### src/common/ym_timer_pkg.sv
// ~~~~~~~~~~~~~~~~~~~~~~~~~~~~~~~~~~~~~~~~~~~~~~~~~~~~~~~~~~~~~~~~~~~~
// YM timer package
// Register numbers, timer timing constants and the types shared by
// the bus decoder, the timer registers, the counters and the status
// ~~~~~~~~~~~~~~~~~~~~~~~~~~~~~~~~~~~~~~~~~~~~~~~~~~~~~~~~~~~~~~~~~~~~

package ym_timer_pkg;

    // Timer registers in the lower bank
    localparam logic [7:0] REG_TIMER_A_HI = 8'h24;
    localparam logic [7:0] REG_TIMER_A_LO = 8'h25;
    localparam logic [7:0] REG_TIMER_B    = 8'h26;
    localparam logic [7:0] REG_TIMER_CTRL = 8'h27;

    localparam int BUSY_CYCLES = 8;     // Busy time after a data write
    localparam int TICK_DIV    = 4;     // clk cycles per timer A tick
    localparam int TICK_B_DIV  = 16;    // Timer A ticks per timer B tick

    localparam int BUSY_W   = $clog2(BUSY_CYCLES);
    localparam int TICK_W   = $clog2(TICK_DIV);
    localparam int TICK_B_W = $clog2(TICK_B_DIV);

    typedef logic [7:0] reg_num_t;
    typedef logic [9:0] timer_a_t;
    typedef logic [7:0] timer_b_t;

    // Layout of register 0x27
    typedef struct packed {
        logic [1:0] rsvd;
        logic       rst_flag_b;
        logic       rst_flag_a;
        logic       irq_en_b;
        logic       irq_en_a;
        logic       load_b;
        logic       load_a;
    } timer_ctrl_t;

    // Same data byte, seen as a value or as control bits
    typedef union packed {
        logic [7:0]  raw;
        timer_ctrl_t ctrl;
    } data_word_u;

    typedef struct packed {
        logic       wr;     // One-cycle write strobe
        reg_num_t   num;
        data_word_u data;
    } reg_wr_t;

    typedef struct packed {
        timer_a_t value_a;
        timer_b_t value_b;
        logic     load_a;
        logic     load_b;
        logic     irq_en_a;
        logic     irq_en_b;
    } timer_cfg_t;

    typedef struct packed {
        logic       busy;
        logic [4:0] zero;
        logic       flag_b;
        logic       flag_a;
    } status_t;

endpackage

### src/timers/ym_prescaler.sv
// ~~~~~~~~~~~~~~~~~~~~~~~~~~~~~~~~~~~~~~~~~~~~~~~~~~~~~~~~~~~~~~~~~~~~
// Timer prescaler
// Free-running divider giving the timer A and timer B tick pulses
// ~~~~~~~~~~~~~~~~~~~~~~~~~~~~~~~~~~~~~~~~~~~~~~~~~~~~~~~~~~~~~~~~~~~~
`timescale 1ns/10ps

module ym_prescaler (
    input  logic clk,
    input  logic rst,
    output logic tick_a,
    output logic tick_b
);
    import ym_timer_pkg::*;

    logic [TICK_W-1:0]   div_cnt;
    logic [TICK_B_W-1:0] b_cnt;     // Counts tick_a pulses

    always_ff @(posedge clk) begin
        if (rst) begin
            div_cnt <= '0;
            tick_a  <= 1'b0;
        end else if (div_cnt == TICK_W'(TICK_DIV - 1)) begin
            div_cnt <= '0;
            tick_a  <= 1'b1;
        end else begin
            div_cnt <= div_cnt + 1'b1;
            tick_a  <= 1'b0;
        end
    end

    always_ff @(posedge clk) begin
        if (rst) begin
            b_cnt <= '0;
        end else if (tick_a) begin
            b_cnt <= b_cnt + 1'b1;  // Wraps after TICK_B_DIV ticks
        end
    end

    assign tick_b = tick_a & (b_cnt == TICK_B_W'(TICK_B_DIV - 1));

endmodule

### src/timers/ym_timer_cnt.sv
// ~~~~~~~~~~~~~~~~~~~~~~~~~~~~~~~~~~~~~~~~~~~~~~~~~~~~~~~~~~~~~~~~~~~~
// Timer counter
// Loadable up-counter that flags overflow at all ones and reloads
// its start value, shared by timer A and timer B
// ~~~~~~~~~~~~~~~~~~~~~~~~~~~~~~~~~~~~~~~~~~~~~~~~~~~~~~~~~~~~~~~~~~~~
`timescale 1ns/10ps

module ym_timer_cnt #(
    parameter int W = 10
) (
    input  logic         clk,
    input  logic         rst,
    input  logic         tick,
    input  logic         load,
    input  logic [W-1:0] start_val,
    output logic         overflow
);

    logic [W-1:0] cnt;
    logic         load_d;
    logic         load_rise;

    assign load_rise = load & ~load_d;

    always_ff @(posedge clk) begin
        if (rst) begin
            load_d <= 1'b0;
        end else begin
            load_d <= load;
        end
    end

    always_ff @(posedge clk) begin
        if (rst) begin
            cnt      <= '0;
            overflow <= 1'b0;
        end else begin
            overflow <= 1'b0;
            if (load_rise) begin
                cnt <= start_val;           // Start of a new run
            end else if (load && tick) begin
                if (&cnt) begin
                    cnt      <= start_val;
                    overflow <= 1'b1;
                end else begin
                    cnt <= cnt + 1'b1;
                end
            end
        end
    end

endmodule

### src/hdl/ym_bus_fsm.sv
// ~~~~~~~~~~~~~~~~~~~~~~~~~~~~~~~~~~~~~~~~~~~~~~~~~~~~~~~~~~~~~~~~~~~~
// CPU bus write decoder
// Latches the register number on address writes, issues one register
// write per lower-bank data write and runs the busy period
// ~~~~~~~~~~~~~~~~~~~~~~~~~~~~~~~~~~~~~~~~~~~~~~~~~~~~~~~~~~~~~~~~~~~~
`timescale 1ns/10ps

module ym_bus_fsm (
    input  logic                  clk,
    input  logic                  rst,
    input  logic [7:0]            din,
    input  logic [1:0]            addr,
    input  logic                  cs_n,
    input  logic                  wr_n,
    output ym_timer_pkg::reg_wr_t reg_wr,
    output logic                  busy
);
    import ym_timer_pkg::*;

    typedef enum logic {
        READY,
        BUSY
    } state_t;

    state_t              state;
    logic [BUSY_W-1:0]   busy_cnt;
    reg_num_t            reg_num;   // Latched register number
    logic                write;
    logic                addr_wr;
    logic                data_wr;

    assign write   = ~cs_n & ~wr_n;
    assign addr_wr = write & ~addr[0];
    // Upper bank is not present, so only addr 1 carries data
    assign data_wr = write & addr[0] & ~addr[1];

    always_ff @(posedge clk) begin
        if (rst) begin
            reg_num <= '0;
        end else if (addr_wr) begin
            reg_num <= din;
        end
    end

    // Write request goes out the cycle after the bus edge
    always_ff @(posedge clk) begin
        if (rst) begin
            reg_wr.wr <= 1'b0;
        end else begin
            reg_wr.wr <= data_wr;
        end
    end

    always_ff @(posedge clk) begin
        if (data_wr) begin
            reg_wr.num      <= reg_num;
            reg_wr.data.raw <= din;
        end
    end

    always_ff @(posedge clk) begin
        if (rst) begin
            state    <= READY;
            busy_cnt <= '0;
        end else if (data_wr) begin
            // A new write restarts the busy time
            state    <= BUSY;
            busy_cnt <= BUSY_W'(BUSY_CYCLES - 1);
        end else begin
            case (state)
                READY: busy_cnt <= '0;
                BUSY: begin
                    if (busy_cnt == '0) begin
                        state <= READY;
                    end else begin
                        busy_cnt <= busy_cnt - 1'b1;
                    end
                end
                default: state <= READY;
            endcase
        end
    end

    assign busy = (state == BUSY);

endmodule

### src/hdl/ym_timer_regs.sv
// ~~~~~~~~~~~~~~~~~~~~~~~~~~~~~~~~~~~~~~~~~~~~~~~~~~~~~~~~~~~~~~~~~~~~
// Timer register file
// Holds timer values and control bits of registers 0x24 to 0x27 and
// turns the flag reset bits into one-cycle clear pulses
// ~~~~~~~~~~~~~~~~~~~~~~~~~~~~~~~~~~~~~~~~~~~~~~~~~~~~~~~~~~~~~~~~~~~~
`timescale 1ns/10ps

module ym_timer_regs (
    input  logic                     clk,
    input  logic                     rst,
    input  ym_timer_pkg::reg_wr_t    reg_wr,
    output ym_timer_pkg::timer_cfg_t cfg,
    output logic                     clr_a,
    output logic                     clr_b
);
    import ym_timer_pkg::*;

    always_ff @(posedge clk) begin
        if (rst) begin
            cfg   <= '0;
            clr_a <= 1'b0;
            clr_b <= 1'b0;
        end else begin
            clr_a <= 1'b0;  // Pulses last one cycle
            clr_b <= 1'b0;
            if (reg_wr.wr) begin
                case (reg_wr.num)
                    REG_TIMER_A_HI: begin
                        cfg.value_a[9:2] <= reg_wr.data.raw;
                    end
                    REG_TIMER_A_LO: begin
                        cfg.value_a[1:0] <= reg_wr.data.raw[1:0];  // Two LSBs only
                    end
                    REG_TIMER_B: begin
                        cfg.value_b <= reg_wr.data.raw;
                    end
                    REG_TIMER_CTRL: begin
                        cfg.load_a   <= reg_wr.data.ctrl.load_a;
                        cfg.load_b   <= reg_wr.data.ctrl.load_b;
                        cfg.irq_en_a <= reg_wr.data.ctrl.irq_en_a;
                        cfg.irq_en_b <= reg_wr.data.ctrl.irq_en_b;
                        // Flag reset bits act once and are not kept
                        clr_a        <= reg_wr.data.ctrl.rst_flag_a;
                        clr_b        <= reg_wr.data.ctrl.rst_flag_b;
                    end
                    default: begin
                        // Other registers belong to the sound part
                    end
                endcase
            end
        end
    end

endmodule

### src/hdl/ym_status.sv
// ~~~~~~~~~~~~~~~~~~~~~~~~~~~~~~~~~~~~~~~~~~~~~~~~~~~~~~~~~~~~~~~~~~~~
// Timer flags and interrupt
// Sets the overflow flags when enabled, clears them on request and
// builds the status byte and the active-low interrupt
// ~~~~~~~~~~~~~~~~~~~~~~~~~~~~~~~~~~~~~~~~~~~~~~~~~~~~~~~~~~~~~~~~~~~~
`timescale 1ns/10ps

module ym_status (
    input  logic                     clk,
    input  logic                     rst,
    input  ym_timer_pkg::timer_cfg_t cfg,
    input  logic                     ovf_a,
    input  logic                     ovf_b,
    input  logic                     clr_a,
    input  logic                     clr_b,
    input  logic                     busy,
    output ym_timer_pkg::status_t    status,
    output logic                     irq_n
);
    import ym_timer_pkg::*;

    logic flag_a;
    logic flag_b;
    logic flag_a_nx;
    logic flag_b_nx;

    // Clear has priority over a set in the same cycle
    assign flag_a_nx = clr_a ? 1'b0 : ((ovf_a & cfg.irq_en_a) | flag_a);
    assign flag_b_nx = clr_b ? 1'b0 : ((ovf_b & cfg.irq_en_b) | flag_b);

    always_ff @(posedge clk) begin
        if (rst) begin
            flag_a <= 1'b0;
            flag_b <= 1'b0;
            irq_n  <= 1'b1;
        end else begin
            flag_a <= flag_a_nx;
            flag_b <= flag_b_nx;
            irq_n  <= ~(flag_a_nx | flag_b_nx);  // Tracks the flags cycle for cycle
        end
    end

    assign status.busy   = busy;
    assign status.zero   = '0;
    assign status.flag_b = flag_b;
    assign status.flag_a = flag_a;

endmodule

### src/hdl/ym_timer_top.sv
// ~~~~~~~~~~~~~~~~~~~~~~~~~~~~~~~~~~~~~~~~~~~~~~~~~~~~~~~~~~~~~~~~~~~~
// FM chip timer and interrupt top level
// Connects the bus decoder, timer registers, prescaler, both timer
// counters and the status logic to the chip pins
// ~~~~~~~~~~~~~~~~~~~~~~~~~~~~~~~~~~~~~~~~~~~~~~~~~~~~~~~~~~~~~~~~~~~~
`timescale 1ns/10ps

module ym_timer_top (
    input  logic                  clk,
    input  logic                  rst,
    input  logic [7:0]            din,
    input  logic [1:0]            addr,
    input  logic                  cs_n,
    input  logic                  wr_n,
    output ym_timer_pkg::status_t dout,
    output logic                  irq_n
);
    import ym_timer_pkg::*;

    reg_wr_t    reg_wr;
    timer_cfg_t cfg;
    logic       busy;
    logic       clr_a, clr_b;
    logic       tick_a, tick_b;
    logic       ovf_a, ovf_b;

    ym_bus_fsm u_bus_fsm (
        .clk    (clk),
        .rst    (rst),
        .din    (din),
        .addr   (addr),
        .cs_n   (cs_n),
        .wr_n   (wr_n),
        .reg_wr (reg_wr),
        .busy   (busy)
    );

    ym_timer_regs u_timer_regs (
        .clk    (clk),
        .rst    (rst),
        .reg_wr (reg_wr),
        .cfg    (cfg),
        .clr_a  (clr_a),
        .clr_b  (clr_b)
    );

    ym_prescaler u_prescaler (
        .clk    (clk),
        .rst    (rst),
        .tick_a (tick_a),
        .tick_b (tick_b)
    );

    // Timer A, 10 bit
    ym_timer_cnt #(.W(10)) u_cnt_a (
        .clk       (clk),
        .rst       (rst),
        .tick      (tick_a),
        .load      (cfg.load_a),
        .start_val (cfg.value_a),
        .overflow  (ovf_a)
    );

    ym_timer_cnt #(.W(8)) u_cnt_b (    // Timer B, 8 bit
        .clk       (clk),
        .rst       (rst),
        .tick      (tick_b),
        .load      (cfg.load_b),
        .start_val (cfg.value_b),
        .overflow  (ovf_b)
    );

    ym_status u_status (
        .clk    (clk),
        .rst    (rst),
        .cfg    (cfg),
        .ovf_a  (ovf_a),
        .ovf_b  (ovf_b),
        .clr_a  (clr_a),
        .clr_b  (clr_b),
        .busy   (busy),
        .status (dout),
        .irq_n  (irq_n)
    );

endmodule

### config.mk
export PLATFORM = sky130hd
export DESIGN_NAME = ym_timer_top
export DESIGN_NICKNAME = d
export VERILOG_FILES = /design/src/common/ym_timer_pkg.sv /design/src/timers/ym_prescaler.sv /design/src/timers/ym_timer_cnt.sv /design/src/hdl/ym_bus_fsm.sv /design/src/hdl/ym_timer_regs.sv /design/src/hdl/ym_status.sv /design/src/hdl/ym_timer_top.sv
export SDC_FILE = /design/constraint.sdc
export NUM_CORES = 1
export LEC_CHECK = 0
export BUFFER_PORTS_ARGS = -buffer_cell sky130_fd_sc_hd__buf_2
export CORE_MARGIN = 1.5
export CORE_UTILIZATION = 45
export CTS_CLUSTER_DIAMETER = 200
export DETAILED_ROUTE_END_ITERATION = 10
export GPL_TIMING_DRIVEN = 0
export HOLD_SLACK_MARGIN = 0.12
export PLACE_DENSITY = 0.6
export SYNTH_ARGS = -nofsm -noshare
export SYNTH_HDL_FRONTEND = slang
export SYNTH_SLANG_ARGS = --single-unit
### constraint.sdc
create_clock -name clk -period 2.1 [get_ports clk]
set_input_delay 0.105 -clock clk [delete_from_list [all_inputs] [get_ports clk]]
set_output_delay 0.105 -clock clk [all_outputs]
set_load 0.01 [all_outputs]
==> impl_metrics.toml <==
[sta]
rsz0062_at_grt = "false"
slew_violations = 0
timing.hold.ws_ps = 188
setup_viol = 0
fin_crit_ps = 1910
slew_headroom = 0.461
fin_tns_setup_ps = 0
final.setup_skew_ps = 9.70
tightestPinTransition_ps = 803
fmax_mhz = 523
fin_crit_sh = 0.911
finalHoldViolCount = 0

[cts]
hold_buffers = 11
cts_setup_buffers = 0
clock_tree.buffer_depth = 2
cts_buffers = 9
path_clk_slew_ps = 90
clk_latency_ps = 350
cts_tree = "built"
root_buffer = "clkbuf_8"
cts.sinks = 85
h-tree-depth = 3
cts_resized = 0

[yosys]
synth_cell_types = 55
synth_most_common_cell = "dfxtp_1"
synth_area_per_cell_um2 = 9.95
ys_warn_count = 0
synth.area.top_cells = "dfxtp_1 39%, edfxtp_1 13%, mux2i_1 8.7%"
synth_top_family_by_area = "simple AND/OR/NAND/NOR gates"
async_flop_share = 0
synth-simple-area-share = 0.206
synth_xor_area_frac = 0.0123
synth.area.mux_share = 0.0869
ys_ff_latch = 85
synth_area_leader_cell = "dfxtp_1"
synth-edff-count = 16
synth-compound-area-share = 0.111
synth_area_um2 = 3570
yosysSeqAreaShare = 0.521
synth_top_flop_cell = "dfxtp_1"
syn_inst = 359
synth-adder-area-share = 0.0210
synth_commonest_cells = "69 x dfxtp_1, 58 x nor2_1, 31 x mux2i_1, 21 x a21oi_1, 17 x nand2_1"
synth_top_area_share = 0.387

[routing]
wl_per_cell_um = 14.4
drc = 0
dr.pass1.iters = 4
avgViaCountPerCell = 5.23
drtIter0Drc = 94
via_count = 2661
wirelength_um = 7350
ant_nets = 0

[critical_path]
end_kind = "flop"
crit-reg2reg-launch = "u_prescaler.b_cnt[0]"
worstRegToRegCells = 5
max_stage_delay_ps = 620
cp-start-kind = "primary input"
crit_chain = "dlygate4sd3_1 -> buf_2 -> or4b_2 -> inv_1"
crit_fanout = 18
worst_ep_required_time_ps = 2090
cp-startpoint = "addr[1]"
slowest_stage = "or4b_2"
arrival_ps = 1900
critPathKind = "primary input to flop"

[die]
ios = 23
core_um2 = 7690
fp.dieH_um = 92.1
start_util = 0.465
fp.dieArea_um2 = 8480
num_rows = 32
die_w_um = 92.1

[cells_and_area]
drive_gt1_frac = 0.135
area_delta_synth_final_pct = 15.8
stdcell_count = 509
post-route-util = 0.538
diodes = 0
nNetsFinal = 422
postLayoutCellArea_um2 = 4140

[pwr]
power_density_nw_per_um2 = 755
peakVddDrop_v = 0.000453
p_leak_nw = 1.56

[place]
dpl.hpwl_um = 5080
placed_cell_area_um2 = 3800
port_buffers = 17
place.gp.congestion = 0.849
placed_cells = 482

[global_routing]
antenna_found_initial = 0
grt_max_degree = 19
grt_use_total = 0.190
overflow = 0
grt_pass1_wl_um = 12300
grt_pass1_vias = 2591

[job]
maxCapViolations = 0

[hold_path]
holdCritPathClass = "primary input to flop"
worstHoldPathCells = 4
hp-start = "addr[0]"

[status]
outcome = "finished clean"
final timing paths:
path                                        endpoint  slack (ps)
worst max-delay path             u_bus_fsm.reg_wr[2]         190
worst min-delay path            u_bus_fsm.reg_num[5]         190
worst max register to register        u_cnt_b.cnt[7]         290
worst min register to register       u_status.flag_a         400
layout by cell type (no fill, tap or decap), types with 4 or more instances in the layout:
master | Yosys | final
nor4_1 | 8 | 8
nand4_1 | 7 | 7
a21oi_1 | 21 | 21
o21a_1 | 4 | 4
nand2b_1 | 4 | 4
nor3_1 | 14 | 14
o21ai_0 | 9 | 9
nor2b_1 | 5 | 5
ha_1 | 6 | 6
inv_1 | 9 | 9
dfxtp_1 | 69 | 69
conb_1 | 1 | 5
nand2_1 | 17 | 17
nor2_1 | 58 | 58
dlygate4sd3_1 | 0 | 11
clkbuf_8 | 0 | 9
edfxtp_1 | 16 | 16
buf_4 | 9 | 9
clkbuf_1 | 7 | 7
nand3_1 | 8 | 8
inv_6 | 0 | 4
buf_2 | 2 | 19
mux2i_1 | 31 | 31
flip-flops by register name, summed over array words and instances (netlist names), 2 cells and up:
name and count:
u_bus_fsm.busy_cnt 3, u_bus_fsm.reg_num 8, u_bus_fsm.reg_wr 17, u_cnt_a.cnt 10, u_cnt_b.cnt 8, u_prescaler.b_cnt 4
u_prescaler.div_cnt 2, u_timer_regs.cfg 22
power by group:
| part | switching (W) | internal [W] | leakage (nW) |
|---|---|---|---|
| combinational | 0.0000616 | 0.0000532 | 0.746 |
| sequential | 0.0000161 | 0.00168 | 0.698 |
| clock | 0.000624 | 0.000687 | 0.111 |
| total | 0.000701 | 0.00242 | 1.56 |
stage by stage:
stage          setup slack [ps]  total power (W)
6_report                    187          0.00312
5_1_grt                     117          0.00323
4_1_cts                     197          0.00315
3_5_place_dp                236          0.00184
3_3_place_gp                249          0.00184
2_1_floorplan               522          0.00180
worst max-delay path, delay by kind of cell:
| kind | cells | cell delay [ps] |
|---|---|---|
| AND/OR/NAND/NOR | 1 | 620 |
| buffers and inverters | 3 | 1170 |
cell families (layout without fill, tap and decap cells):
family | count (synthesis) | in the layout
other | 1 | 5
buffers and inverters | 29 | 73
AOI/OAI and AO/OA | 60 | 60
and+or+nand+nor | 142 | 142
DFF | 85 | 85
muxes | 31 | 31
adders and majority gates | 6 | 6
xor gates and xnor gates | 5 | 5
cell type report:
cell class / instances / area (um2)
tap: 102 / 128
inverter: 9 / 33.8
clock inverter: 7 / 103
multi-input combinational: 249 / 1580
clock buffer: 9 / 124
buffer: 20 / 111
sequential: 85 / 1860
fill: 719 / 3550
timing repair buffer: 28 / 195
layer usage:
| layer | vias to the layer above | track usage | share of wire |
|---|---|---|---|
| met2 | 47 | 0.302 | 0.46 |
| li1 | 1362 | - | - |
| met3 | 9 | 0.0580 | 0.033 |
| met1 | 1243 | 0.243 | 0.50 |
| met5 | - | 0 | 0 |
| met4 | 0 | 0.0654 | 0.014 |
No activity file was read; power rests on OpenSTA's default activity.
